**src/logic/useq_consts.svh**
```systemverilog
// Fixed micro-addresses assume the 64-word microprogram in controlRom; change both together
`ifndef USEQ_CONSTS_SVH
`define USEQ_CONSTS_SVH

//////////////////////////////
// Micro-address space
//////////////////////////////

// Width of a micro-address
`define UADDR_WIDTH 6

// Number of microwords, must fill the address space
`define CROM_DEPTH 64

//////////////////////////////
// Fixed micro-addresses
//////////////////////////////

// Start of the instruction loop
`define FETCH_ADDR 6'h00
// End of instruction, NICOND dispatch word
`define NICOND_ADDR 6'h03
// Dispatch targets sit at NI_BASE plus the 3-bit code
`define NI_BASE 6'h10

`endif

```
**src/logic/useqPkg.sv**
```systemverilog
// Types only; the jump field width follows UADDR_WIDTH from the constants header
`include "useq_consts.svh"

package useqPkg;

   //////////////////////////////
   // Microword fields
   //////////////////////////////

   // Special function of a microword
   typedef enum logic [1:0] {
      specNone,
      specLoadNiCond,
      specClrTrap
   } specSel_e;

   // Next-address source
   typedef enum logic {
      dispJump,
      dispNiCond
   } dispSel_e;

   // One control ROM word, 9 bits
   typedef struct packed {
      logic [`UADDR_WIDTH-1:0] jump;
      specSel_e                spec;
      dispSel_e                disp;
   } microWord_t;

   //////////////////////////////
   // NICOND dispatch
   //////////////////////////////

   // Legal NICOND results, 4 and 6 never occur
   typedef enum logic [2:0] {
      dispTrapBoth = 3'd1,
      dispTrap2    = 3'd2,
      dispTrap1    = 3'd3,
      dispHalt     = 3'd5,
      dispNext     = 3'd7
   } dispCode_e;

   // Dispatch nibble, memory-cycle bit on top
   typedef struct packed {
      logic      memCycle;
      dispCode_e code;
   } niDisp_t;

   // Pending trap flags from the PC flag register
   typedef struct packed {
      logic trap1;
      logic trap2;
   } trapFlags_t;

endpackage

```
**src/logic/controlRom.sv**
```systemverilog
// Fixed microprogram, purely combinational; only the words listed here do anything special
`timescale 1ns/10ps
`include "useq_consts.svh"

module controlRom (
   input  logic [`UADDR_WIDTH-1:0] uPc,
   output useqPkg::microWord_t     word
);

   import useqPkg::*;

   // Table must cover the whole address space
   if ((1 << `UADDR_WIDTH) != `CROM_DEPTH)
   begin : gDepthCheck
      $error("control ROM depth does not match micro-address width");
   end

   //////////////////////////////
   // Microprogram table
   //////////////////////////////

   always_comb
   begin
      // Default word returns to fetch
      word.jump = `FETCH_ADDR;
      word.spec = specNone;
      word.disp = dispJump;
      case (uPc)
         // Straight-line instruction body
         `FETCH_ADDR: word.jump = 6'h01;
         6'h01:       word.jump = 6'h02;
         6'h02:       word.jump = `NICOND_ADDR;
         // End of instruction
         `NICOND_ADDR:
         begin
            word.spec = specLoadNiCond;
            word.disp = dispNiCond;
         end
         // Trap handlers, clear the pending flags
         6'h11, 6'h12, 6'h13:
            word.spec = specClrTrap;
         // Halt loop, keeps redispatching until run
         6'h15:
         begin
            word.spec = specLoadNiCond;
            word.disp = dispNiCond;
         end
         // Next instruction
         6'h17: word.jump = `FETCH_ADDR;
         default: word.jump = `FETCH_ADDR;
      endcase
   end

   // A dispatch word must not also clear traps, else the flags vanish before the handler
   always_comb
   begin
      assert (!(word.disp == dispNiCond && word.spec == specClrTrap))
      else $error("dispatch word at %h clears trap flags", uPc);
   end

endmodule

```
**src/logic/pcFlags.sv**
```systemverilog
// Strobes are sampled only on clken edges; a strobe on a clken-low cycle is lost
`timescale 1ns/10ps

module pcFlags (
   input  logic                clk,
   input  logic                rst,
   input  logic                clken,
   input  logic                setTrap1,
   input  logic                setTrap2,
   input  useqPkg::specSel_e   spec,
   output useqPkg::trapFlags_t flags
);

   import useqPkg::*;

   //////////////////////////////
   // Trap flag register
   //////////////////////////////

   // Clear request from the trap handler microword
   logic clrTrap;

   assign clrTrap = (spec == specClrTrap);

   always_ff @(posedge clk or posedge rst)
   begin
      if (rst)
      begin
         flags <= '0;
      end
      else if (clken)
      begin
         // Set wins over clear on the same edge
         if (setTrap1)
            flags.trap1 <= 1'b1;
         else if (clrTrap)
            flags.trap1 <= 1'b0;
         if (setTrap2)
            flags.trap2 <= 1'b1;
         else if (clrTrap)
            flags.trap2 <= 1'b0;
      end
   end

   // Flags frozen across any edge with clken low
   flagsHold: assert property (
      @(posedge clk) disable iff (rst)
      !clken |=> $stable(flags)
   ) else $error("trap flags changed with clken low");

endmodule

```
**src/logic/niDispatch.sv**
```systemverilog
// Both trap enables are level inputs; trapCycle updates only at LOADNICOND words
`timescale 1ns/10ps

module niDispatch (
   input  logic                clk,
   input  logic                rst,
   input  logic                clken,
   input  useqPkg::specSel_e   spec,
   input  useqPkg::trapFlags_t flags,
   input  logic                consoleTrapEn,
   input  logic                aprTrapEn,
   input  logic                cpuRun,
   input  logic                memoryCycle,
   output useqPkg::niDisp_t    dispNi,
   output logic                trapCycle
);

   import useqPkg::*;

   // Traps only count with console and APR both enabled
   logic trapEn;
   logic loadNiCond;

   assign trapEn     = consoleTrapEn & aprTrapEn;
   assign loadNiCond = (spec == specLoadNiCond);

   //////////////////////////////
   // NICOND dispatch code
   //////////////////////////////

   always_comb
   begin
      dispNi.memCycle = memoryCycle;
      // Traps first, both, then trap 2, then trap 1
      if (trapEn && flags.trap1 && flags.trap2)
         dispNi.code = dispTrapBoth;
      else if (trapEn && flags.trap2)
         dispNi.code = dispTrap2;
      else if (trapEn && flags.trap1)
         dispNi.code = dispTrap1;
      // No trap taken, halt or run on
      else if (!cpuRun)
         dispNi.code = dispHalt;
      else
         dispNi.code = dispNext;
   end

   //////////////////////////////
   // Trap cycle flag
   //////////////////////////////

   always_ff @(posedge clk or posedge rst)
   begin
      if (rst)
         trapCycle <= 1'b0;
      else if (clken && loadNiCond)
         trapCycle <= trapEn & (flags.trap1 | flags.trap2);
   end

   // Only the five defined dispatch values reach the sequencer
   codeLegal: assert property (
      @(posedge clk) disable iff (rst)
      dispNi.code inside {dispTrapBoth, dispTrap2, dispTrap1, dispHalt, dispNext}
   ) else $error("illegal NICOND code %0d", dispNi.code);

endmodule

```
**src/logic/microSequencer.sv**
```systemverilog
// Only jump and NICOND sources exist; no stack, no other dispatch types
`timescale 1ns/10ps
`include "useq_consts.svh"

module microSequencer (
   input  logic                    clk,
   input  logic                    rst,
   input  logic                    clken,
   input  useqPkg::microWord_t     word,
   input  useqPkg::niDisp_t        dispNi,
   output logic [`UADDR_WIDTH-1:0] uPc
);

   import useqPkg::*;

   localparam logic [`UADDR_WIDTH-1:0] niBase = `NI_BASE;

   // Selected next micro-address
   logic [`UADDR_WIDTH-1:0] nextPc;
   // Dispatch target at base plus code
   logic [`UADDR_WIDTH-1:0] niTarget;

   //////////////////////////////
   // Next address select
   //////////////////////////////

   // Code is zero-extended onto the base
   assign niTarget = niBase + {{(`UADDR_WIDTH-3){1'b0}}, dispNi.code};

   always_comb
   begin
      if (word.disp == dispNiCond)
         nextPc = niTarget;
      else
         nextPc = word.jump;
   end

   //////////////////////////////
   // Micro program counter
   //////////////////////////////

   always_ff @(posedge clk or posedge rst)
   begin
      if (rst)
         uPc <= `FETCH_ADDR;
      else if (clken)
         uPc <= nextPc;
   end

   // Sequencer frozen across any edge with clken low
   uPcHold: assert property (
      @(posedge clk) disable iff (rst)
      !clken |=> $stable(uPc)
   ) else $error("uPc moved with clken low");

endmodule

```
**src/logic/useqTop.sv**
```systemverilog
// Strobe inputs must be single-cycle and aligned with clken high to be counted
`timescale 1ns/10ps
`include "useq_consts.svh"

module useqTop (
   input  logic                    clk,
   input  logic                    rst,
   input  logic                    clken,
   input  logic                    cpuRun,
   input  logic                    consoleTrapEn,
   input  logic                    aprTrapEn,
   input  logic                    memoryCycle,
   input  logic                    setTrap1,
   input  logic                    setTrap2,
   output logic [`UADDR_WIDTH-1:0] uPc,
   output useqPkg::niDisp_t        dispNi,
   output logic                    trapCycle
);

   import useqPkg::*;

   // Current microword from the ROM
   microWord_t word;
   // Pending traps
   trapFlags_t flags;

   controlRom controlRom_i (
      .uPc  (uPc),
      .word (word)
   );

   pcFlags pcFlags_i (
      .clk      (clk),
      .rst      (rst),
      .clken    (clken),
      .setTrap1 (setTrap1),
      .setTrap2 (setTrap2),
      .spec     (word.spec),
      .flags    (flags)
   );

   niDispatch niDispatch_i (
      .clk           (clk),
      .rst           (rst),
      .clken         (clken),
      .spec          (word.spec),
      .flags         (flags),
      .consoleTrapEn (consoleTrapEn),
      .aprTrapEn     (aprTrapEn),
      .cpuRun        (cpuRun),
      .memoryCycle   (memoryCycle),
      .dispNi        (dispNi),
      .trapCycle     (trapCycle)
   );

   microSequencer microSequencer_i (
      .clk    (clk),
      .rst    (rst),
      .clken  (clken),
      .word   (word),
      .dispNi (dispNi),
      .uPc    (uPc)
   );

endmodule

```
**config.mk**
```make
export PLATFORM = sky130hd
export DESIGN_NAME = useqTop
export DESIGN_NICKNAME = d
export VERILOG_FILES = /design/src/logic/useqPkg.sv /design/src/logic/controlRom.sv /design/src/logic/pcFlags.sv /design/src/logic/niDispatch.sv /design/src/logic/microSequencer.sv /design/src/logic/useqTop.sv
export VERILOG_INCLUDE_DIRS = /design/src /design/src/logic
export SDC_FILE = /design/constraint.sdc
export NUM_CORES = 1
export LEC_CHECK = 0
export BUFFER_PORTS_ARGS = -buffer_cell sky130_fd_sc_hd__buf_2
export CAP_MARGIN = 10
export CORE_AREA = 3 3 40 42
export DETAILED_ROUTE_END_ITERATION = 6
export DIE_AREA = 0 0 43 45
export GPL_TIMING_DRIVEN = 0
export PLACE_DENSITY = 0.72
export SKIP_LAST_GASP = 1
export SYNTH_ARGS = -nofsm -noshare
export SYNTH_HDL_FRONTEND = slang
export SYNTH_HIERARCHICAL = 1
export SYNTH_SLANG_ARGS = --single-unit
```
**constraint.sdc**
```tcl
create_clock -name clk -period 4.7 [get_ports clk]
set_input_delay 0.705 -clock clk [delete_from_list [all_inputs] [get_ports clk]]
set_output_delay 0.705 -clock clk [all_outputs]
set_load 0.05 [all_outputs]
```
**Word level (Yosys, flattened, before mapping)**

Cells that the tools add are included.

- Bits in registers: 9
- Word-level logic and storage cells: 39
- Bits of input ports: 9
- Bits in read-only memories: 0
- Memories: 0
- Bits in latches: 0
- Bits in writable memories: 0

- Reductions and logical operators: 11
- Div/mod/pow operators: 0
- Multiplexer cells: 11
- Shift-type cells: 0
- $add $sub $neg: 1
- $lt $le $gt $ge: 0
- Bitwise gates (word level): 3
- Eq/ne operators: 9
- $mul: 0

Operators by type and width:

| operator | number |
|---|---|
| equality test 6 x 5 -> 1 bit (second input constant) | 4 |
| equality test 6 x 2 -> 1 bit (second input constant) | 2 |
| 2-to-1 mux 3 bit | 3 |
| adder 5 x 3 -> 6 bit (first input constant) | 1 |
| equality test 6 x 1 -> 1 bit (second input constant) | 1 |
| logical NOT 6 bit | 1 |
| 2-to-1 mux 6 bit | 1 |
| case mux 2 bit (3 select lines) | 1 |
| logical AND 1 bit | 4 |
| 2-to-1 mux 1 bit | 4 |
| case mux 2 bit (2 select lines) | 1 |
| AND reduction 2 bit | 2 |
| nonzero test 2 bit | 2 |
| OR reduction 3 bit | 1 |
| bitwise AND 1 bit | 2 |
| equality test 2 x 1 -> 1 bit (second input constant) | 1 |
| equality test 2 bit (second input constant) | 1 |
| 2-to-1 mux 2 bit | 1 |
| OR reduction 2 bit | 1 |
| bitwise OR 1 bit | 1 |

**Logic depth before layout (Yosys ltp)**

- Depth after elaboration: 7
- Mapped depth: 4
- Gate-level depth less buffers: 4

**Hierarchy**

Netlist, hierarchy kept.

Modules (own cells, without submodules):

| module | sequential area each (µm²) | instances | cells each | area an instance (µm²) |
|---|---|---|---|---|
| microSequencer | 150.1 | 1 | 24 | 257.7 |
| controlRom | 0.0 | 1 | 16 | 113.9 |
| niDispatch | 25.0 | 1 | 10 | 91.3 |
| pcFlags | 50.0 | 1 | 6 | 78.8 |

**Worst setup path after synthesis**

Ideal clock, no wire load.

- Path type: register to register
- From: register microSequencer_i.uPc[1]
- To: register microSequencer_i.uPc[0]
- Data arrival time: 2,203 ps
- Slack: 2,370 ps
- Stages on the path, launching flop included: 5
- Clock period less this slack: 2,330 ps
- Cells stage by stage: dfrtp_1 or3b_1 a2111oi_1 mux2i_1 a21oi_1

RTL lines:

| what | line | source |
|---|---|---|
| from (decl) | microSequencer.sv:11 | `` output logic [`UADDR_WIDTH-1:0] uPc `` |
| from (signal assigned) | microSequencer.sv:45 | `` uPc <= `FETCH_ADDR; `` |
| from (signal assigned) | microSequencer.sv:47 | `uPc <= nextPc;` |

==> reports/qor.csv <==
metric;value;unit
placed_area;662;sq um
drc_errors;0;
gp_congestion;0.712;
path_cells;or3b_1, a2111oi_1, clkbuf_2, mux2i_1, a21oi_1;
critPathMaxStageDelay;0.63;ns
ys_ff_latch;9;
die-area;0.00194;sq mm
cts-resized-gates;0;
grt_max_degree;10;
p_leak;0.000341;uW
ff2ff_setup_slack;2.58;ns
boundaryPins;20;
syn-cell-area;542;sq um
final_core_util;53.9;%
n_antenna_cell;0;
cp-end-kind;register;
drt_iter0_markers;9;
cp-start-kind;register;
critical_path.top_delay_family;compound AO/OA/AOI/OAI gates;
grt_pass1_vias;441;
outcome;complete, no violations;
cp_slowest_cell;a2111oi_1;
final_nets;92;
post_cts_buffers;0;
die_x;43;um
dieHeight;45;um
clockRootBuffer;clkbuf_4;
drive_gt1_share;36.6;%
max_slew_margin;55.5;%
seq_area_frac_synth;41.6;%
slew_violations;0;
final_common_cell;buf_2;
power_density;334;mW/mm^2
maxCapViolCount;0;
setup_violations;0;
viasPerCell;4.91;
fmax;472;MHz
grt_first_pass_wirelength;1800;um
wl;1080;um
worst-path-max-fanout;6;
path_buf_inv;1;
rows;13;
vias;476;
dpl.hpwl;895;um
ctsHoldBuffers;0;
clk_pin_slew;0.06;ns
avgSynthCellArea;9.67;sq um
antenna_found_initial;0;
hold_violations;0;
ys_types;22;
stdcell_area;693;sq um
rsz0062_at_grt;false;
total_power;231;uW
htree_levels;1;
antenna_left;0;
overflow;0;
vdd_drop_max;0.138;mV
fp.coreArea;0.00128;sq mm
cts_buffers;3;
crit_type;reg -> reg;
drtPass1Iterations;4;
syn_to_final_growth;27.9;%
mostFrequentLayoutCells;18 x buf_2, 9 x dfrtp_1, 7 x inv_1, 6 x nor2_1, 6 x buf_4;
worst_slew_pin_slew;0.665;ns
period_needed;2.12;ns
yosysWarnings;6;
final.setup.tns;0;ns
clock-sinks;9;
cts_tree;done;
cp.required;4.84;ns
grt_util_all_layers;12.7;%
worstSkewPairLatency;0.25;ns
skew;0.00110;ns
min_path_type;in -> async;
period_share;45.1;%
syn_inst;56;
arrival;2.26;ns
clk_path_buf_depth;2;
routedWlPerCell;11.1;um
io_buffers;18;
start_util;42.2;%
==> worst reg2reg max path, stage by stage (launching register included) <==
cell       delay (ns)
dfrtp_1          0.42
or3b_1           0.44
a2111oi_1        0.63
clkbuf_2         0.26
mux2i_1          0.18
a21oi_1          0.08
==> stage by stage <==
step	hold slack, ns	worst slack [ns]	std cells
floorplan	0.434	2.37	59
global placement	0.488	2.42	92
detailed placement	0.494	2.40	92
CTS	0.297	2.39	96
global route	0.295	2.37	97
finish	0.299	2.58	97
==> cell usage after synthesis <==
cell type  instances  area share (%)
o21ai_0            1            0.92
o21a_1             1             1.4
a21oi_1            4             3.7
mux2i_1            3             5.5
nand4b_1           1             1.6
dfrtp_1            9              42
nand4_1            1             1.2
buf_4              6             8.3
nor2_1             6             4.2
or4_1              1             1.4
a2111oi_2          1             2.8
mux2_2             1             2.1
nor2b_1            1             1.2
o211a_1            1             1.8
inv_1              7             4.9
xnor2_1            1             1.6
conb_1             1            0.69
or3b_1             1             1.6
nor4_1             1             1.2
a22o_1             4             6.5
a2111oi_1          1             1.8
nand3b_1           3             4.2
==> routing by layer <==
metal / GRT usage, % / up-vias / wire (um)
li1: - / 243 / -
met1: 15.1 / 217 / 457
met2: 21.6 / 14 / 553
met3: 2.39 / 2 / 59
met4: 7.23 / 0 / 9
met5: 0 / - / 0
==> sequential cells by signal (all words and copies together), names as in the netlist <==
name                    flops
microSequencer_i/uPc        6
niDispatch_i/trapCycle      1
pcFlags_i/flags             2
==> power breakdown <==
group / switching (uW) / internal [uW]
combinational: 52.5 / 24.5
clock: 24.5 / 32.6
sequential: 10.8 / 86.6
==> logic make-up (layout without fill, tap and decap cells) <==
family | count (synthesis) | count (layout) | share of synthesized area, %
mux | 4 | 4 | 7.62
other cells | 1 | 4 | 0.692
xor+xnor | 1 | 1 | 1.62
buf+inv | 13 | 36 | 13.2
simple gates | 15 | 15 | 16.4
compound gates | 13 | 13 | 18.9
flops | 9 | 9 | 41.6
==> final cells by class <==
class                      count  area (sq um)
multi-input combinational     37           256
tap                           15          18.8
buffer                         6          45.0
clock buffer                   4          26.3
inverter                       7          26.3
timing repair buffer          19          95.1
fill                         124           592
sequential                     9           225
==> path summary, 6_finish.rpt <==
check | from | endpoint | cells after the start
max | microSequencer_i/uPc[4] | microSequencer_i/uPc[0] | 5
min | rst | niDispatch_i/trapCycle | 2
min reg2reg | niDispatch_i/trapCycle | niDispatch_i/trapCycle | 1
max reg2reg | microSequencer_i/uPc[4] | microSequencer_i/uPc[0] | 5
max in group asynchronous | rst | microSequencer_i/uPc[0] | 2
min in group clk | niDispatch_i/trapCycle | niDispatch_i/trapCycle | 1
No activity file was read; power rests on OpenSTA's default activity.
